### src/include/core_consts.svh
// constants for the control core: stream IDs, setting addresses and sizes, include where needed
`ifndef CORE_CONSTS_SVH
`define CORE_CONSTS_SVH

////////////////////////////////////////
// stream routing
////////////////////////////////////////

// applied to the low byte of the destination SID
`define CORE_SID_MASK      8'hf0

// masked SIDs of the two control peers
`define CORE_SETTINGS_SID  8'h40
`define CORE_LOOPBACK_SID  8'h20

////////////////////////////////////////
// setting register addresses
////////////////////////////////////////

`define SR_CORE_MISC       8'd16
`define SR_CORE_READBACK   8'd32
`define SR_CORE_SYNC       8'd48

////////////////////////////////////////
// compat and status words
////////////////////////////////////////

`define CORE_COMPAT_MAJOR  16'h0010
`define CORE_COMPAT_MINOR  16'h0000
`define CORE_COMPAT_MAGIC  32'hace0ba5e

// one radio populated, the second control port is loopback
`define CORE_RADIO_STATUS  8'h01

// timing FIFOs hold 32 words
`define CORE_FIFO_DEPTH_LOG2 5

`endif

### src/logic/core_pkg.sv
// shared control word and peer index types, referenced by scoped name from the core modules
package core_pkg;

    // header word of a control packet
    // the low byte of dst_sid selects the peer
    typedef struct packed {
        logic [15:0] seq_num;
        logic [15:0] pkt_len;
        logic [15:0] src_sid;
        logic [15:0] dst_sid;
    } ctrl_hdr_t;

    // command word of a control packet
    typedef struct packed {
        logic [23:0] rsvd;
        logic [7:0]  set_addr;
        logic [31:0] set_data;
    } ctrl_cmd_t;

    // one 64-bit bus word, read as a header or as a command
    typedef union packed {
        ctrl_hdr_t hdr;
        ctrl_cmd_t cmd;
    } ctrl_word_u;

    // index of the control peers on the demux and on the response arbiter
    typedef enum logic {
        PEER_SETTINGS = 1'b0,
        PEER_LOOPBACK = 1'b1
    } peer_sel_e;

endpackage

### src/logic/ctrl_core.sv
// top level of the control core: timing FIFO, demux, settings and loopback peers, response arbiter
`timescale 1ns/1ps

module ctrl_core (
    input  logic        bus_clk,
    input  logic        bus_rst,
    input  logic [63:0] i_ctrl_tdata,
    input  logic        i_ctrl_tlast,
    input  logic        i_ctrl_tvalid,
    output logic        o_ctrl_tready,
    output logic [63:0] o_resp_tdata,
    output logic        o_resp_tlast,
    output logic        o_resp_tvalid,
    input  logic        i_resp_tready,
    input  logic [31:0] i_rb_misc,
    input  logic [1:0]  i_lock_signals,
    output logic [31:0] o_misc_outs,
    output logic [1:0]  o_pps_select,
    output logic        o_time_sync
);

    // timing FIFO to demux
    logic [63:0] ctrl_tdata;
    logic        ctrl_tlast, ctrl_tvalid, ctrl_tready;

    // demux to peers
    logic [63:0] set_tdata, loop_tdata;
    logic        set_tlast, set_tvalid, set_tready;
    logic        loop_tlast, loop_tvalid, loop_tready;

    // peers to arbiter
    logic [63:0] s0_resp_tdata, s1_resp_tdata;
    logic        s0_resp_tlast, s0_resp_tvalid, s0_resp_tready;
    logic        s1_resp_tlast, s1_resp_tvalid, s1_resp_tready;

    ctrl_fifo timing_fifo_i (
        .bus_clk(bus_clk), .bus_rst(bus_rst),
        .i_tdata(i_ctrl_tdata), .i_tlast(i_ctrl_tlast),
        .i_tvalid(i_ctrl_tvalid), .o_tready(o_ctrl_tready),
        .o_tdata(ctrl_tdata), .o_tlast(ctrl_tlast),
        .o_tvalid(ctrl_tvalid), .i_tready(ctrl_tready)
    );

    ctrl_demux ctrl_demux_i (
        .bus_clk(bus_clk), .bus_rst(bus_rst),
        .i_tdata(ctrl_tdata), .i_tlast(ctrl_tlast),
        .i_tvalid(ctrl_tvalid), .o_tready(ctrl_tready),
        .o_set_tdata(set_tdata), .o_set_tlast(set_tlast),
        .o_set_tvalid(set_tvalid), .i_set_tready(set_tready),
        .o_loop_tdata(loop_tdata), .o_loop_tlast(loop_tlast),
        .o_loop_tvalid(loop_tvalid), .i_loop_tready(loop_tready)
    );

    settings_endpoint settings_endpoint_i (
        .bus_clk(bus_clk), .bus_rst(bus_rst),
        .i_cmd_tdata(set_tdata), .i_cmd_tlast(set_tlast),
        .i_cmd_tvalid(set_tvalid), .o_cmd_tready(set_tready),
        .o_resp_tdata(s0_resp_tdata), .o_resp_tlast(s0_resp_tlast),
        .o_resp_tvalid(s0_resp_tvalid), .i_resp_tready(s0_resp_tready),
        .i_rb_misc(i_rb_misc), .i_lock_signals(i_lock_signals),
        .o_misc_outs(o_misc_outs), .o_pps_select(o_pps_select),
        .o_time_sync(o_time_sync)
    );

    // second radio is not fitted, its control port echoes packets back
    ctrl_fifo loopback_fifo_i (
        .bus_clk(bus_clk), .bus_rst(bus_rst),
        .i_tdata(loop_tdata), .i_tlast(loop_tlast),
        .i_tvalid(loop_tvalid), .o_tready(loop_tready),
        .o_tdata(s1_resp_tdata), .o_tlast(s1_resp_tlast),
        .o_tvalid(s1_resp_tvalid), .i_tready(s1_resp_tready)
    );

    resp_arbiter resp_arbiter_i (
        .bus_clk(bus_clk), .bus_rst(bus_rst),
        .i_s0_resp_tdata(s0_resp_tdata), .i_s0_resp_tlast(s0_resp_tlast),
        .i_s0_resp_tvalid(s0_resp_tvalid), .o_s0_resp_tready(s0_resp_tready),
        .i_s1_resp_tdata(s1_resp_tdata), .i_s1_resp_tlast(s1_resp_tlast),
        .i_s1_resp_tvalid(s1_resp_tvalid), .o_s1_resp_tready(s1_resp_tready),
        .o_resp_tdata(o_resp_tdata), .o_resp_tlast(o_resp_tlast),
        .o_resp_tvalid(o_resp_tvalid), .i_resp_tready(i_resp_tready)
    );

endmodule

### src/logic/ctrl_demux.sv
// packet demux for the control stream, sends each packet to settings or loopback by header SID
`timescale 1ns/1ps
`include "core_consts.svh"

module ctrl_demux (
    input  logic        bus_clk,
    input  logic        bus_rst,
    input  logic [63:0] i_tdata,
    input  logic        i_tlast,
    input  logic        i_tvalid,
    output logic        o_tready,
    output logic [63:0] o_set_tdata,
    output logic        o_set_tlast,
    output logic        o_set_tvalid,
    input  logic        i_set_tready,
    output logic [63:0] o_loop_tdata,
    output logic        o_loop_tlast,
    output logic        o_loop_tvalid,
    input  logic        i_loop_tready
);

    core_pkg::ctrl_word_u hdr_word;
    core_pkg::peer_sel_e  hdr_dest;
    core_pkg::peer_sel_e  held_dest;
    core_pkg::peer_sel_e  cur_dest;
    logic                 sop;
    logic                 in_xfer;

    // decode the word as a header, only meaningful while sop is set
    assign hdr_word = i_tdata;
    assign hdr_dest = ((hdr_word.hdr.dst_sid[7:0] & `CORE_SID_MASK) == `CORE_LOOPBACK_SID) ?
                      core_pkg::PEER_LOOPBACK : core_pkg::PEER_SETTINGS;

    assign cur_dest = sop ? hdr_dest : held_dest;

    // data fans out, only the chosen side sees valid
    assign o_set_tdata   = i_tdata;
    assign o_set_tlast   = i_tlast;
    assign o_set_tvalid  = i_tvalid & (cur_dest == core_pkg::PEER_SETTINGS);
    assign o_loop_tdata  = i_tdata;
    assign o_loop_tlast  = i_tlast;
    assign o_loop_tvalid = i_tvalid & (cur_dest == core_pkg::PEER_LOOPBACK);

    assign o_tready = (cur_dest == core_pkg::PEER_LOOPBACK) ? i_loop_tready : i_set_tready;
    assign in_xfer  = i_tvalid & o_tready;

    always_ff @(posedge bus_clk) begin
        if (bus_rst) begin
            sop       <= 1'b1;
            held_dest <= core_pkg::PEER_SETTINGS;
        end else if (in_xfer) begin
            // next word after tlast is a new header
            sop <= i_tlast;
            if (sop) begin
                held_dest <= hdr_dest;
            end
        end
    end

endmodule

### src/logic/ctrl_fifo.sv
// synchronous stream FIFO of tlast plus 64-bit data, used for timing and as the loopback peer
`timescale 1ns/1ps
`include "core_consts.svh"

module ctrl_fifo #(
    parameter int depth_log2 = `CORE_FIFO_DEPTH_LOG2
) (
    input  logic        bus_clk,
    input  logic        bus_rst,
    input  logic [63:0] i_tdata,
    input  logic        i_tlast,
    input  logic        i_tvalid,
    output logic        o_tready,
    output logic [63:0] o_tdata,
    output logic        o_tlast,
    output logic        o_tvalid,
    input  logic        i_tready
);

    localparam int depth = 1 << depth_log2;

    logic [64:0]           mem [depth];
    logic [depth_log2-1:0] wr_ptr;
    logic [depth_log2-1:0] rd_ptr;
    logic [depth_log2:0]   count;
    logic                  do_wr;
    logic                  do_rd;

    // count never exceeds depth, so the top bit alone means full
    assign o_tready = ~count[depth_log2];
    assign o_tvalid = (count != '0);

    assign do_wr = i_tvalid & o_tready;
    assign do_rd = o_tvalid & i_tready;

    // head word, visible the cycle after it is written
    assign {o_tlast, o_tdata} = mem[rd_ptr];

    always_ff @(posedge bus_clk) begin
        if (do_wr) begin
            mem[wr_ptr] <= {i_tlast, i_tdata};
        end
    end

    always_ff @(posedge bus_clk) begin
        if (bus_rst) begin
            wr_ptr <= '0;
            rd_ptr <= '0;
            count  <= '0;
        end else begin
            if (do_wr) begin
                wr_ptr <= wr_ptr + 1'b1;
            end
            if (do_rd) begin
                rd_ptr <= rd_ptr + 1'b1;
            end
            // simultaneous push and pop leaves the fill level alone
            if (do_wr && !do_rd) begin
                count <= count + 1'b1;
            end else if (!do_wr && do_rd) begin
                count <= count - 1'b1;
            end
        end
    end

endmodule

### src/logic/resp_arbiter.sv
// round-robin packet arbiter that merges the two peer response streams onto the response bus
`timescale 1ns/1ps

module resp_arbiter (
    input  logic        bus_clk,
    input  logic        bus_rst,
    input  logic [63:0] i_s0_resp_tdata,
    input  logic        i_s0_resp_tlast,
    input  logic        i_s0_resp_tvalid,
    output logic        o_s0_resp_tready,
    input  logic [63:0] i_s1_resp_tdata,
    input  logic        i_s1_resp_tlast,
    input  logic        i_s1_resp_tvalid,
    output logic        o_s1_resp_tready,
    output logic [63:0] o_resp_tdata,
    output logic        o_resp_tlast,
    output logic        o_resp_tvalid,
    input  logic        i_resp_tready
);

    logic [1:0]          req;
    logic                busy_q;
    logic                end_xfer;
    core_pkg::peer_sel_e grant_q;
    core_pkg::peer_sel_e last_q;
    core_pkg::peer_sel_e pick;
    core_pkg::peer_sel_e after_last;
    core_pkg::peer_sel_e after_grant;

    // s0 is the settings peer, s1 the loopback peer
    assign req = {i_s1_resp_tvalid, i_s0_resp_tvalid};

    assign after_last  = core_pkg::peer_sel_e'(~last_q);
    assign after_grant = core_pkg::peer_sel_e'(~grant_q);

    // favour the peer not served last
    assign pick = req[after_last] ? after_last : last_q;

    ////////////////////////////////////////
    // data path, follows the held grant
    ////////////////////////////////////////

    assign o_resp_tdata  = (grant_q == core_pkg::PEER_LOOPBACK) ? i_s1_resp_tdata
                                                                 : i_s0_resp_tdata;
    assign o_resp_tlast  = (grant_q == core_pkg::PEER_LOOPBACK) ? i_s1_resp_tlast
                                                                 : i_s0_resp_tlast;
    assign o_resp_tvalid = busy_q & req[grant_q];

    assign o_s0_resp_tready = busy_q & (grant_q == core_pkg::PEER_SETTINGS) & i_resp_tready;
    assign o_s1_resp_tready = busy_q & (grant_q == core_pkg::PEER_LOOPBACK) & i_resp_tready;

    assign end_xfer = o_resp_tvalid & i_resp_tready & o_resp_tlast;

    always_ff @(posedge bus_clk) begin
        if (bus_rst) begin
            busy_q  <= 1'b0;
            grant_q <= core_pkg::PEER_SETTINGS;
            last_q  <= core_pkg::PEER_LOOPBACK;
        end else if (!busy_q) begin
            if (|req) begin
                busy_q  <= 1'b1;
                grant_q <= pick;
            end
        end else if (end_xfer) begin
            last_q <= grant_q;
            // hand over straight away if the other side waits
            if (req[after_grant]) begin
                grant_q <= after_grant;
            end else begin
                busy_q <= 1'b0;
            end
        end
    end

endmodule

### src/logic/settings_endpoint.sv
// settings peer: parses a command packet, writes core registers and answers with one readback
`timescale 1ns/1ps
`include "core_consts.svh"

module settings_endpoint (
    input  logic        bus_clk,
    input  logic        bus_rst,
    input  logic [63:0] i_cmd_tdata,
    input  logic        i_cmd_tlast,
    input  logic        i_cmd_tvalid,
    output logic        o_cmd_tready,
    output logic [63:0] o_resp_tdata,
    output logic        o_resp_tlast,
    output logic        o_resp_tvalid,
    input  logic        i_resp_tready,
    input  logic [31:0] i_rb_misc,
    input  logic [1:0]  i_lock_signals,
    output logic [31:0] o_misc_outs,
    output logic [1:0]  o_pps_select,
    output logic        o_time_sync
);

    typedef enum logic [1:0] {
        ST_HDR,
        ST_CMD,
        ST_RESP_HDR,
        ST_RESP_DATA
    } state_e;

    state_e               state;
    core_pkg::ctrl_word_u cmd_word;
    core_pkg::ctrl_word_u hdr_q;
    core_pkg::ctrl_word_u resp_hdr;
    logic                 cmd_xfer;
    logic                 resp_xfer;
    logic                 set_stb;
    logic [31:0]          misc_q;
    logic [1:0]           rb_sel_q;
    logic [2:0]           sync_q;
    logic [1:0]           lock_state;
    logic [1:0]           lock_state_r;
    logic [63:0]          rb_data;

    ////////////////////////////////////////
    // packet FSM
    ////////////////////////////////////////

    // closed while a response is pending, so one packet at a time
    assign o_cmd_tready = (state == ST_HDR) || (state == ST_CMD);
    assign cmd_xfer     = i_cmd_tvalid & o_cmd_tready;
    assign resp_xfer    = o_resp_tvalid & i_resp_tready;

    always_ff @(posedge bus_clk) begin
        if (bus_rst) begin
            state <= ST_HDR;
        end else begin
            case (state)
                ST_HDR: begin
                    if (cmd_xfer) begin
                        state <= i_cmd_tlast ? ST_RESP_HDR : ST_CMD;
                    end
                end
                ST_CMD: begin
                    // extra command words each act as a write
                    if (cmd_xfer && i_cmd_tlast) begin
                        state <= ST_RESP_HDR;
                    end
                end
                ST_RESP_HDR: begin
                    if (resp_xfer) begin
                        state <= ST_RESP_DATA;
                    end
                end
                ST_RESP_DATA: begin
                    if (resp_xfer) begin
                        state <= ST_HDR;
                    end
                end
                default: begin
                    state <= ST_HDR;
                end
            endcase
        end
    end

    always_ff @(posedge bus_clk) begin
        if ((state == ST_HDR) && cmd_xfer) begin
            hdr_q <= i_cmd_tdata;
        end
    end

    ////////////////////////////////////////
    // setting registers
    ////////////////////////////////////////

    assign cmd_word = i_cmd_tdata;
    assign set_stb  = (state == ST_CMD) && cmd_xfer;

    always_ff @(posedge bus_clk) begin
        if (bus_rst) begin
            misc_q   <= '0;
            rb_sel_q <= '0;
            sync_q   <= '0;
        end else if (set_stb) begin
            case (cmd_word.cmd.set_addr)
                `SR_CORE_MISC:     misc_q   <= cmd_word.cmd.set_data;
                `SR_CORE_READBACK: rb_sel_q <= cmd_word.cmd.set_data[1:0];
                `SR_CORE_SYNC:     sync_q   <= cmd_word.cmd.set_data[2:0];
                default: begin
                end
            endcase
        end
    end

    assign o_misc_outs                 = misc_q;
    assign {o_time_sync, o_pps_select} = sync_q;

    // lock inputs come from the front end, two flops before use
    always_ff @(posedge bus_clk) begin
        if (bus_rst) begin
            lock_state   <= '0;
            lock_state_r <= '0;
        end else begin
            lock_state   <= i_lock_signals;
            lock_state_r <= lock_state;
        end
    end

    ////////////////////////////////////////
    // readback and response words
    ////////////////////////////////////////

    always_comb begin
        case (rb_sel_q)
            2'd0:    rb_data = {`CORE_COMPAT_MAGIC, `CORE_COMPAT_MAJOR, `CORE_COMPAT_MINOR};
            2'd1:    rb_data = {32'b0, misc_q};
            2'd2:    rb_data = {16'b0, `CORE_RADIO_STATUS, 8'b0, i_rb_misc};
            default: rb_data = {62'b0, lock_state_r};
        endcase
    end

    // reply goes back to the sender, same seq number
    always_comb begin
        resp_hdr             = hdr_q;
        resp_hdr.hdr.pkt_len = 16'd2;
        resp_hdr.hdr.src_sid = hdr_q.hdr.dst_sid;
        resp_hdr.hdr.dst_sid = hdr_q.hdr.src_sid;
    end

    assign o_resp_tvalid = (state == ST_RESP_HDR) || (state == ST_RESP_DATA);
    assign o_resp_tlast  = (state == ST_RESP_DATA);
    assign o_resp_tdata  = (state == ST_RESP_DATA) ? rb_data : resp_hdr;

endmodule

### config.mk
export PLATFORM = sky130hd
export DESIGN_NAME = ctrl_core
export DESIGN_NICKNAME = d
export VERILOG_FILES = /design/src/logic/core_pkg.sv /design/src/logic/ctrl_core.sv /design/src/logic/ctrl_demux.sv /design/src/logic/ctrl_fifo.sv /design/src/logic/resp_arbiter.sv /design/src/logic/settings_endpoint.sv
export VERILOG_INCLUDE_DIRS = /design/src /design/src/include
export SDC_FILE = /design/constraint.sdc
export NUM_CORES = 2
export LEC_CHECK = 0
export BUFFER_PORTS_ARGS = -buffer_cell sky130_fd_sc_hd__buf_2
export CAP_MARGIN = 40
export CORE_MARGIN = 2
export CORE_UTILIZATION = 30
export CTS_CLUSTER_SIZE = 20
export DETAILED_ROUTE_END_ITERATION = 7
export PLACE_DENSITY = 0.44
export SLEW_MARGIN = 0
export SYNTH_ARGS = -nofsm -noshare
export SYNTH_HDL_FRONTEND = slang
export SYNTH_MEMORY_MAX_BITS = 65536
export SYNTH_SLANG_ARGS = --single-unit
### constraint.sdc
create_clock -name bus_clk -period 8.25 [get_ports bus_clk]
set_input_delay 0.4125 -clock bus_clk [delete_from_list [all_inputs] [get_ports bus_clk]]
set_output_delay 0.4125 -clock bus_clk [all_outputs]
set_load 0.005 [all_outputs]
==> metrics <==
outcome finished clean; commonest cells after routing, fill and taps aside 4208 x edfxtp_1, 1283 x mux4_2, 459 x clkbuf_16, 231 x nand2_1, 208 x buf_2; crit-path max FO 44; WS Path Type flop to flop; ys async rst share 0%; fin crit period 6.27 ns; die area 552000 µm²; Initial Utilization 30.1%; worst slew pin tran 1.01 ns; fin nets 7643; final HPWL from detailed placement 265000 µm; vias in the first global route 80085; maximum capacitance violations 0; Register Area 128000 µm²; Max Clk Rate 0.160 GHz; maximum clock path buffer count 4; largest net degree at the start of global routing 123; CTS Sinks 4298; critical path launch point type flop; Final Cycle Share 76.0%; drt first pass iters 7; worst endpoint data arrival time 6.90 ns; P_leak 0.0579 µW; syn_nets 6961; share of cells above drive strength 1 32.6%; Post-DRT Antenna Nets 0; fill cell count 50019; CTS tree built; All-Layer GR Usage 17.3%; Num CTS Buffers 452; GPL Wtd Cong 0.733; area of the multi-input gates 34700 µm²; final WL 487000 µm; sequential area share after synthesis 78.2%; setup TNS 0 ns; first-pass GRT wire length 666000 µm; total power 57100 µW; std cell rows 271; CP Capture Type flop; clock root buffer clkbuf_16; post-synthesis area per instance 24.0 µm²; commonest non-fill, non-tap cell in the layout edfxtp_1; Synth top area share 77.1%; DR iter-0 viols 8910; Clock transition at path regs 0.06 ns; Hold Path Class input pin to flop; RSZ-0062 raised after global routing no; initial antenna violation count 78; H-Tree Depth 5; fin. max-slew vios 0; area leader, netlist edfxtp_1; IO Count 205; DR WL/cell 32.2 µm; EDFF count, synth 4208; mapped cell area 164000 µm²; DRC viols 0; Post-Syn Instances 6832; pwr/cell area 297 nW/µm²; synth top area cells edfxtp_1 77%, mux4_2 18%, dfxtp_1 1.1%; Vert. Die Dim 743 µm; post-CTS setup buffers 0; CP Data Required Time 8.88 ns; Hold Fails Final Rpt 0; Via density 5.11; Yosys reg bits 4298; I/O Buffers 204; Worst-Skew Late Latency 1.03 ns; core area 545000 µm²; chip width 743 µm; count of cell types in the netlist 61; synth warn 0; Slew Limit Headroom 32.9%; final setup skew 0.0594 ns; Setup-failing EPs final 0; area grow syn2layout 17.4%; Vias 77413; grt total ovfl 0; Most used DFF post-synth edfxtp_1; VDD IR-drop max 0.231 mV
-- kinds of logic (layout without fill, tap and decap cells) --
logic type	after synthesis	in the layout	share of synthesized area, %
adder cells (fa/ha/maj)	26	26	0.208
other	0	13	0
flip-flops	4298	4298	78.2
XOR/XNOR	18	18	0.0962
multiplexers	1398	1398	18.3
AND/OR/NAND/NOR	484	484	1.27
AO/OA/AOI/OAI	213	213	0.911
buffers and inverters	395	1465	1.00
-- stage by stage --
step	util [%]	area (µm²)	setup WS, ns	hold slack, ns	cells
2_1_floorplan	-	164000	2.17	0.414	6832
3_3_place_gp	32.3	176000	1.67	0.444	14147
3_5_place_dp	32.5	177000	1.97	0.436	14220
4_1_cts	35.3	192000	1.92	0.342	15134
5_1_grt	35.4	193000	1.54	0.400	15141
6_report	35.4	193000	1.98	0.400	15149
-- power by group --
group	switching [µW]	total [µW]	leakage (µW)	internal (µW)
Sequential	237	26600	0.0386	26400
Combinational	6630	10400	0.0121	3740
Clock	8650	20100	0.00714	11500
Total	15500	57100	0.0579	41600
-- timing repair --
item	in CTS	in global routing
resized for setup	0	0
hold buffers	72	0
endpoints found under the hold margin	2098	0
-- final timing paths --
| check | slack, ns | cells after the start | endpoint | startpoint |
|---|---|---|---|---|
| setup / recovery | 1.98 | 10 | loopback_fifo_i.mem[30][58] | flop |
| hold / removal | 0.40 | 3 | settings_endpoint_i.lock_state_r[1] | bus_rst |
| setup reg to reg | 1.98 | 10 | loopback_fifo_i.mem[30][58] | flop |
| hold reg to reg | 0.44 | 1 | settings_endpoint_i.lock_state_r[1] | settings_endpoint_i.lock_state[1] |
-- registers in the layout, indices dropped and copies added, names as in the netlist, 2 cells and up, named ones only --
signal and cells:
loopback_fifo_i.count 6, timing_fifo_i.mem 2080, loopback_fifo_i.mem 2080, settings_endpoint_i.sync_q 3
settings_endpoint_i.lock_state 2, timing_fifo_i.rd_ptr 5, settings_endpoint_i.rb_sel_q 2, timing_fifo_i.count 6
settings_endpoint_i.state 2, loopback_fifo_i.wr_ptr 5, settings_endpoint_i.lock_state_r 2, settings_endpoint_i.hdr_q 48
settings_endpoint_i.o_misc_outs 32, timing_fifo_i.wr_ptr 5, loopback_fifo_i.rd_ptr 5
-- area by class of cell --
cell class                      count  area share, %
Sequential cell                  4298           66.6
Multi-Input combinational cell   2139           18.0
Clock buffer                      541           6.13
Tap cell                         7234           4.70
Timing Repair Buffer              599           3.05
Clock inverter                    301           1.44
Inverter                           24         0.0552
Antenna cell                       13         0.0169
-- per-layer routing --
layer	global-route usage, %	up-vias	routed length [µm]
met5	0	-	126
met4	4.15	20	11500
met3	2.71	688	29400
met2	28.5	2577	235000
met1	24.1	43269	211000
li1	-	30859	-
-- synth_stat cells, drive strengths merged (6+ instances only) --
cell type	instances
a31o	31
a22oi	7
a222oi	29
o21ai	57
o21bai	12
mux4	1283
or3	8
nor2	139
dfxtp	90
nand3	8
a21oi	42
clkbuf	213
mux2	18
nor4	33
nor3	11
nand2	236
mux2i	97
xor2	9
edfxtp	4208
inv	24
ha	24
nand3b	6
xnor2	9
buf	158
nor2b	20
-- critical path: stages (launching register included) --
cell      delay, ns
dfxtp_4        0.87
buf_4          0.72
and2_1         0.32
a21oi_1        0.10
a221oi_1       0.54
o21a_1         0.23
a31oi_1        0.29
inv_1          0.56
nand2_1        0.63
nor2_4         0.86
buf_4          0.56
Note: power is estimated with default switching activity, not from simulation.
